File: src/design/uart_pkg.sv
`default_nettype none

package uart_pkg;

  // bit timing, 115200 baud from a 50 MHz clock
  localparam int CLKS_PER_BIT = 434;

  // wide enough for CLKS_PER_BIT - 1
  localparam int BAUD_CNT_W = 9;

  // command word, bit 15 selects write
  localparam int CMD_W = 16;

  localparam int CMD_WRITE_BIT = 15;

  // payload of one frame
  localparam int BYTE_W = 8;

  // start + 8 data + parity + stop
  localparam int FRAME_BITS = 11;

  localparam int BIT_CNT_W = 4;

  // read answer window, counted from the address frame's tx_done
  // 16 bit periods
  localparam int RESP_TIMEOUT = 16 * CLKS_PER_BIT;

  localparam int TIMEOUT_W = 13;

endpackage : uart_pkg

`default_nettype wire
File: src/design/uart_cmd_top.sv
`default_nettype none

module uart_cmd_top (
  input  logic                        clk,
  input  logic                        rst_n,
  input  logic [uart_pkg::CMD_W-1:0]  cmd_in,
  input  logic                        cmd_vld,
  output logic                        cmd_rdy,
  output logic                        tx,
  input  logic                        rx,
  output logic [uart_pkg::BYTE_W-1:0] read_data,
  output logic                        read_vld,
  output logic                        parity_err,
  output logic                        resp_timeout
);

  import uart_pkg::*;

  logic              tx_start;
  logic [BYTE_W-1:0] tx_byte;
  logic              tx_done;
  logic              tx_baud_run;
  logic              tx_bit_tick;
  logic              rx_baud_run;
  logic              rx_mid_tick;

  uart_cmd_ctrl i_ctrl (
    .clk          (clk),
    .rst_n        (rst_n),
    .cmd_in       (cmd_in),
    .cmd_vld      (cmd_vld),
    .cmd_rdy      (cmd_rdy),
    .tx_start     (tx_start),
    .tx_byte      (tx_byte),
    .tx_done      (tx_done),
    .read_vld     (read_vld),
    .parity_err   (parity_err),
    .resp_timeout (resp_timeout)
  );

  uart_tx_serializer i_tx (
    .clk      (clk),
    .rst_n    (rst_n),
    .tx_start (tx_start),
    .tx_byte  (tx_byte),
    .tx_busy  (),
    .tx_done  (tx_done),
    .baud_run (tx_baud_run),
    .bit_tick (tx_bit_tick),
    .tx       (tx)
  );

  // transmit side only needs the bit-end tick
  uart_baud_gen i_tx_baud (
    .clk      (clk),
    .rst_n    (rst_n),
    .baud_run (tx_baud_run),
    .bit_tick (tx_bit_tick),
    .mid_tick ()
  );

  uart_rx_deserializer i_rx (
    .clk        (clk),
    .rst_n      (rst_n),
    .rx         (rx),
    .baud_run   (rx_baud_run),
    .mid_tick   (rx_mid_tick),
    .read_data  (read_data),
    .read_vld   (read_vld),
    .parity_err (parity_err)
  );

  // receive side samples on the mid tick
  uart_baud_gen i_rx_baud (
    .clk      (clk),
    .rst_n    (rst_n),
    .baud_run (rx_baud_run),
    .bit_tick (),
    .mid_tick (rx_mid_tick)
  );

endmodule : uart_cmd_top

`default_nettype wire

File: src/design/uart_cmd_ctrl.sv
`default_nettype none

module uart_cmd_ctrl (
  input  logic                        clk,
  input  logic                        rst_n,
  input  logic [uart_pkg::CMD_W-1:0]  cmd_in,
  input  logic                        cmd_vld,
  output logic                        cmd_rdy,
  output logic                        tx_start,
  output logic [uart_pkg::BYTE_W-1:0] tx_byte,
  input  logic                        tx_done,
  input  logic                        read_vld,
  input  logic                        parity_err,
  output logic                        resp_timeout
);

  import uart_pkg::*;

  typedef enum logic [1:0] {
    ST_IDLE,
    ST_ADDR,
    ST_DATA,
    ST_WAIT
  } state_t;

  state_t               state;
  logic                 is_write;
  logic [BYTE_W-1:0]    data_q;
  logic [TIMEOUT_W-1:0] timer;
  logic                 answered;

  assign cmd_rdy  = (state == ST_IDLE);
  assign answered = read_vld | parity_err;

  // an answer in the last cycle wins over the timeout
  assign resp_timeout = (state == ST_WAIT) && (timer == '0) && !answered;

  always_ff @(posedge clk or negedge rst_n) begin
    if (!rst_n) begin
      state    <= ST_IDLE;
      is_write <= 1'b0;
      tx_start <= 1'b0;
      timer    <= '0;
    end else begin
      tx_start <= 1'b0;
      case (state)
        ST_IDLE: begin
          if (cmd_vld) begin
            is_write <= cmd_in[CMD_WRITE_BIT];
            tx_start <= 1'b1;
            state    <= ST_ADDR;
          end
        end
        ST_ADDR: begin
          if (tx_done) begin
            if (is_write) begin
              tx_start <= 1'b1;
              state    <= ST_DATA;
            end else begin
              timer <= TIMEOUT_W'(RESP_TIMEOUT - 1);
              state <= ST_WAIT;
            end
          end
        end
        ST_DATA: begin
          if (tx_done) begin
            state <= ST_IDLE;
          end
        end
        ST_WAIT: begin
          if (answered || timer == '0) begin
            state <= ST_IDLE;
          end else begin
            timer <= timer - 1'b1;
          end
        end
        default: state <= ST_IDLE;
      endcase
    end
  end

  // address byte on accept, data byte after the address frame
  always_ff @(posedge clk) begin
    if (cmd_vld && cmd_rdy) begin
      tx_byte <= cmd_in[CMD_W-1 -: BYTE_W];
      data_q  <= cmd_in[BYTE_W-1:0];
    end else if (state == ST_ADDR && tx_done && is_write) begin
      tx_byte <= data_q;
    end
  end

endmodule : uart_cmd_ctrl

`default_nettype wire

File: src/design/uart_rx_deserializer.sv
`default_nettype none

module uart_rx_deserializer (
  input  logic                        clk,
  input  logic                        rst_n,
  input  logic                        rx,
  output logic                        baud_run,
  input  logic                        mid_tick,
  output logic [uart_pkg::BYTE_W-1:0] read_data,
  output logic                        read_vld,
  output logic                        parity_err
);

  import uart_pkg::*;

  logic                 rx_meta;
  logic                 rx_sync;
  logic                 rx_prev;
  logic                 start_edge;
  logic                 busy;
  logic [BIT_CNT_W-1:0] bit_cnt;
  logic                 par_ok;
  logic                 in_data;

  // two-flop synchronizer, third stage for edge detect
  always_ff @(posedge clk or negedge rst_n) begin
    if (!rst_n) begin
      rx_meta <= 1'b1;
      rx_sync <= 1'b1;
      rx_prev <= 1'b1;
    end else begin
      rx_meta <= rx;
      rx_sync <= rx_meta;
      rx_prev <= rx_sync;
    end
  end

  assign start_edge = rx_prev & ~rx_sync;

  assign baud_run = busy;

  // bit_cnt 0 is the start bit, 1..8 data, 9 parity, 10 stop
  assign in_data = (bit_cnt != '0) && (bit_cnt <= BIT_CNT_W'(BYTE_W));

  always_ff @(posedge clk or negedge rst_n) begin
    if (!rst_n) begin
      busy       <= 1'b0;
      bit_cnt    <= '0;
      par_ok     <= 1'b0;
      read_vld   <= 1'b0;
      parity_err <= 1'b0;
    end else begin
      read_vld   <= 1'b0;
      parity_err <= 1'b0;
      if (!busy) begin
        if (start_edge) begin
          busy    <= 1'b1;
          bit_cnt <= '0;
        end
      end else if (mid_tick) begin
        bit_cnt <= bit_cnt + 1'b1;
        if (bit_cnt == '0 && rx_sync) begin
          // line back high mid start bit, treat as glitch
          busy <= 1'b0;
        end else if (bit_cnt == BIT_CNT_W'(FRAME_BITS - 2)) begin
          par_ok <= ^{read_data, rx_sync};
        end else if (bit_cnt == BIT_CNT_W'(FRAME_BITS - 1)) begin
          // stop bit value is not checked
          busy       <= 1'b0;
          read_vld   <= par_ok;
          parity_err <= ~par_ok;
        end
      end
    end
  end

  // data arrives msb first
  always_ff @(posedge clk) begin
    if (busy && mid_tick && in_data) begin
      read_data <= {read_data[BYTE_W-2:0], rx_sync};
    end
  end

endmodule : uart_rx_deserializer

`default_nettype wire

File: src/design/uart_tx_serializer.sv
`default_nettype none

module uart_tx_serializer (
  input  logic                        clk,
  input  logic                        rst_n,
  input  logic                        tx_start,
  input  logic [uart_pkg::BYTE_W-1:0] tx_byte,
  output logic                        tx_busy,
  output logic                        tx_done,
  output logic                        baud_run,
  input  logic                        bit_tick,
  output logic                        tx
);

  import uart_pkg::*;

  logic [FRAME_BITS-1:0] shreg;
  logic [BIT_CNT_W-1:0]  bit_cnt;
  logic                  parity;
  logic                  last_bit;

  // odd parity over the data byte
  assign parity = ~^tx_byte;

  assign last_bit = (bit_cnt == BIT_CNT_W'(FRAME_BITS - 1));

  assign baud_run = tx_busy;

  always_ff @(posedge clk or negedge rst_n) begin
    if (!rst_n) begin
      tx_busy <= 1'b0;
      tx_done <= 1'b0;
      bit_cnt <= '0;
    end else begin
      tx_done <= 1'b0;
      if (!tx_busy) begin
        if (tx_start) begin
          tx_busy <= 1'b1;
          bit_cnt <= '0;
        end
      end else if (bit_tick) begin
        if (last_bit) begin
          // stop bit period is over
          tx_busy <= 1'b0;
          tx_done <= 1'b1;
        end else begin
          bit_cnt <= bit_cnt + 1'b1;
        end
      end
    end
  end

  // msb leaves first: start, data msb..lsb, parity, stop
  // ones shift in behind the frame, so the line idles high
  always_ff @(posedge clk or negedge rst_n) begin
    if (!rst_n) begin
      shreg <= '1;
    end else if (tx_start && !tx_busy) begin
      shreg <= {1'b0, tx_byte, parity, 1'b1};
    end else if (tx_busy && bit_tick) begin
      shreg <= {shreg[FRAME_BITS-2:0], 1'b1};
    end
  end

  assign tx = shreg[FRAME_BITS-1];

endmodule : uart_tx_serializer

`default_nettype wire

File: src/design/uart_baud_gen.sv
`default_nettype none

module uart_baud_gen (
  input  logic clk,
  input  logic rst_n,
  input  logic baud_run,
  output logic bit_tick,
  output logic mid_tick
);

  import uart_pkg::*;

  logic [BAUD_CNT_W-1:0] cnt;
  logic                  cnt_last;
  logic                  cnt_half;

  assign cnt_last = (cnt == BAUD_CNT_W'(CLKS_PER_BIT - 1));
  assign cnt_half = (cnt == BAUD_CNT_W'(CLKS_PER_BIT / 2 - 1));

  // clears while stopped so each frame starts on a fresh period
  always_ff @(posedge clk or negedge rst_n) begin
    if (!rst_n) begin
      cnt <= '0;
    end else if (!baud_run) begin
      cnt <= '0;
    end else if (cnt_last) begin
      cnt <= '0;
    end else begin
      cnt <= cnt + 1'b1;
    end
  end

  assign bit_tick = baud_run & cnt_last;

  // halfway point, used for sampling the line
  assign mid_tick = baud_run & cnt_half;

endmodule : uart_baud_gen

`default_nettype wire

File: config.mk
export PLATFORM = sky130hd
export DESIGN_NAME = uart_cmd_top
export DESIGN_NICKNAME = d
export VERILOG_FILES = /design/src/design/uart_pkg.sv /design/src/design/uart_cmd_top.sv /design/src/design/uart_cmd_ctrl.sv /design/src/design/uart_rx_deserializer.sv /design/src/design/uart_tx_serializer.sv /design/src/design/uart_baud_gen.sv
export SDC_FILE = /design/constraint.sdc
export NUM_CORES = 1
export LEC_CHECK = 0
export BUFFER_PORTS_ARGS = -buffer_cell sky130_fd_sc_hd__buf_2
export CAP_MARGIN = 20
export CORE_MARGIN = 5
export CORE_UTILIZATION = 56
export CTS_BUF_LIST = sky130_fd_sc_hd__clkbuf_4
export DETAILED_ROUTE_END_ITERATION = 12
export GPL_ROUTABILITY_DRIVEN = 0
export PLACE_DENSITY_LB_ADDON = 0.15
export SLEW_MARGIN = 20
export SYNTH_ARGS = -nofsm -noshare
export SYNTH_HDL_FRONTEND = slang
export SYNTH_SLANG_ARGS = --single-unit
File: constraint.sdc
create_clock -name clk -period 2.3 [get_ports clk]
set_input_delay 0.23 -clock clk [delete_from_list [all_inputs] [get_ports clk]]
set_output_delay 0.23 -clock clk [all_outputs]
set_load 0.03 [all_outputs]
==> reports/results.tsv <==
stage	metric	value	unit
status	status	finished, violations left	
status	failed_checks	setup timing	
worst_setup_path	critPathKind	register to output pin	
worst_setup_path	cp_data_arrival_time	2160	ps
synthesis	synthMuxAreaShare	0.0435	
synthesis	synth.top_cells.by_area	sky130_fd_sc_hd__dfrtp_1 (29%), sky130_fd_sc_hd__edfxtp_1 (17%), sky130_fd_sc_hd__dfstp_2 (8.2%), sky130_fd_sc_hd__xnor2_1 (4.6%), sky130_fd_sc_hd__ha_1 (3.9%)	
worst_setup_path	worstReg2RegStart	i_ctrl.timer[3]$_DFFE_PN0P_	
clock_network	cts_sinks	86	
synthesis	post_synth_inst_count	367	
global_routing	remaining_overflow_grt	0	
clock_network	cts-root-to-sink-buffers	2	
worst_hold_path	holdCritStartpoint	cmd_in[15]	
route	drt_pass1_iterations	4	
floorplanning	std_cell_rows	31	
worst_setup_path	r2r_depth	6	
floorplanning	fp.coreArea	7250	sq um
cells_and_area	synthToLayoutAreaGrowth	17.0	%
pwr	worst_ir_drop_vdd	0.605	mV
global_routing	grt_first_pass_wirelength	13.7	mm
pwr	p_per_area	597	nW/um^2
worst_setup_path	crit_path_start	i_ctrl.timer[3]$_DFFE_PN0P_	
timing	setup_violations	1	
cells_and_area	postLayoutCoreUtil	0.673	
worst_setup_path	critical_path_required	2070	ps
route	detailedRoute.firstIterationViolations	127	
timing	timing.final.max_slew_violations	0	
cells_and_area	n_antenna_cell	0	
clock_network	cts.clk_slew.worst_paths	130	ps
timing	worst_slew_margin_rel	0.600	
synthesis	fraction_of_registers_with_async_set_or_reset_after_synthesis	0.721	
global_routing	vias_in_the_first_global_route	3020	
job	maxCapViolCount	0	
clock_network	cts-buffers-inserted	9	
synthesis	ys_seq_area_frac	0.549	
timing	hold_ws	96.0	ps
worst_hold_path	min_delay_path_depth	2	
route	avgRoutedWirePerCell	14.3	um
synthesis	yosys_reg_bits	86	
global_routing	grt_antenna_before_repair	0	
global_routing	grt_max_degree	26	
pwr	power_leakage	0.00216	uW
placement	io_buffers	32	
timing	report.final.hold_viol_count	0	
synthesis	synth_fp_nets	400	
synthesis	synthesized_area_fraction_occupied_by_ao_oa_aoi_and_oai_cells	0.0873	
worst_setup_path	path_max_fanout	2	
route	route.final.wire_length	7.72	mm
worst_setup_path	crit-reg2reg-capture	i_ctrl.timer[3]$_DFFE_PN0P_	
cells_and_area	instances_no_fill	538	
clock_network	clock-root-buffer	sky130_fd_sc_hd__clkbuf_4	
timing	setup_ws	-85.3	ps
cells_and_area	layout-drive-gt1-share	0.255	
cells_and_area	layout.cells.most_common	sky130_fd_sc_hd__dfrtp_1	
placement	placed_cell_area	4530	sq um
timing	grt_setup_unrepaired	yes	
route	route.antenna.remaining_nets	0	
floorplanning	boundaryPins	33	
floorplanning	die_height	96.3	um
route	avgViaCountPerCell	5.50	
synthesis	cell_type_with_the_highest_aggregate_area_in_the_netlist	sky130_fd_sc_hd__dfrtp_1	
placement	place.detailed.instances	504	
worst_setup_path	regToRegSetupSlack	80	ps
placement	place.detailed.hpwl	5.31	mm
worst_hold_path	worst_hold_path_type	primary input to register	
synthesis	yosysTopAreaCellShare	0.294	
synthesis	postSynth.topFlopCell	sky130_fd_sc_hd__dfrtp_1	
synthesis	yosys.area_share.simple	0.182	
synthesis	synthesized_area_per_cell	11.4	sq um
worst_setup_path	crit_path_start_kind	register	
floorplanning	die_area	9270	sq um
global_routing	gr-usage-all-layers	0.189	
synthesis	synthAdderAreaFrac	0.0390	
worst_hold_path	hold_end	i_ctrl.is_write$_DFFE_PN0P_	
synthesis	edff_count_synth	24	
synthesis	post_synth_num_cell_types	59	
timing	fin_skew	17.3	ps
floorplanning	chip_width	96.3	um
cells_and_area	fin_area	4880	sq um
synthesis	yosys.area_share.xor_xnor	0.0684	
cells_and_area	mostFrequentLayoutCells	sky130_fd_sc_hd__dfrtp_1 (49), sky130_fd_sc_hd__nor2_1 (37), sky130_fd_sc_hd__buf_2 (31)	
clock_network	ctsHtreeMaxLevel	3	
cells_and_area	nNetsFinal	467	
synthesis	dominant_combinational_cell_family_by_area_after_synthesis	simple AND/OR/NAND/NOR gates	
route	vias	2960	
synthesis	post_synth_instance_area	4170	sq um
timing	min_period_over_period	1.04	
synthesis	ys.warnings.count	0	
worst_setup_path	worstSetupEndpointType	output pin	
clock_network	clock_latency	410	ps
timing	timing.final.crit_period	2390	ps
clock_network	clock_tree_from_tritoncts	yes	
floorplanning	initial_utilization	0.575	
timing	fmax	419	MHz
route	drc_errors	0	
timing	worst_slew_pin_tran	599	ps
## cells in the mapped netlist, drive strengths merged (2+ instances only)
library cell	n
xor2	8
xnor2	22
a31o	2
a21oi	8
dfstp	13
and4	2
buf	4
clkbuf	8
and3b	2
nand4	7
mux2	9
nor2	38
mux2i	8
o21ai	10
a211oi	3
nand2b	4
nor4bb	2
nand4b	3
nor3	11
nand2	22
a21o	2
inv	17
or4	6
and3	6
o31ai	11
dfrtp	49
a221o	2
or3b	2
and2	4
nor3b	2
a21boi	3
nor4	3
or3	2
ha	13
nand3	14
edfxtp	24
nor2b	5
## worst max path at each step
stage	to	slack, ps	cells after the start
final	resp_timeout	-90	4
after global placement	resp_timeout	60	4
after floorplan	resp_timeout	20	4
after CTS	resp_timeout	-120	4
after detailed placement	i_ctrl.timer[10]$_DFFE_PN0P_	50	6
after global routing	resp_timeout	-170	4
## what timing repair did
item                                    in CTS  in global routing
gates resized for setup                      8                  2
pin swaps                                    3                  1
hold buffers                                10                  0
endpoints found under the hold margin       28                  0
setup buffers                                8                  0
endpoints found under the setup margin       1                  6
## sequential cells by signal, indices dropped and copies added, names as in the netlist, 2 cells and up
signal / count
i_ctrl.data_q: 8
i_ctrl.state: 2
i_ctrl.timer: 13
i_ctrl.tx_byte: 8
i_rx.bit_cnt: 4
i_rx.read_data: 8
i_rx_baud.cnt: 9
i_tx.bit_cnt: 4
i_tx.shreg: 10
i_tx_baud.cnt: 9
## where the power goes
| part | switching [uW] | internal [uW] |
|---|---|---|
| combinational | 119 | 119 |
| sequential | 69.5 | 1640 |
| clock | 511 | 452 |
## area by class of cell
| type | instances | area [sq um] |
|---|---|---|
| Sequential cell | 86 | 2290 |
| Clock buffer | 10 | 75.1 |
| Timing Repair Buffer | 68 | 462 |
| Inverter | 17 | 63.8 |
| Fill cell | 572 | 2370 |
| Clock inverter | 6 | 85.1 |
| Tap cell | 99 | 124 |
| Multi-Input combinational cell | 252 | 1780 |
## per-stage QoR
step / worst slack [ps] / setup TNS [ps] / total power (uW)
finish: -85.3 / -85.3 / 2910
global route: -169 / -169 / 3060
CTS: -124 / -124 / 2950
detailed placement: 52.3 / 0 / 1970
global placement: 63.5 / 0 / 1960
floorplan: 21.7 / 0 / 1880
## cell families after synthesis
group	after synthesis
multiplexers	17
buffers and inverters	29
AND/OR/NAND/NOR	140
flip-flops	86
AO/OA/AOI/OAI	51
XOR/XNOR	31
adder cells (fa/ha/maj)	13
## routing by layer
metal	vias up	routed length (um)	GRT usage	share of wire
met3	7	280	0.0321	0.036
met4	0	57	0.0675	0.0074
li1	1443	-	-	-
met1	1457	3490	0.254	0.45
met2	53	3890	0.310	0.50
met5	-	0	0	0
## critical path: stages (launching register included)
cell	delay, ps
sky130_fd_sc_hd__dfrtp_1	410
sky130_fd_sc_hd__or4_4	550
sky130_fd_sc_hd__or4_4	560
sky130_fd_sc_hd__nor2_4	100
sky130_fd_sc_hd__buf_6	140
(Power assumes the default switching activity.)
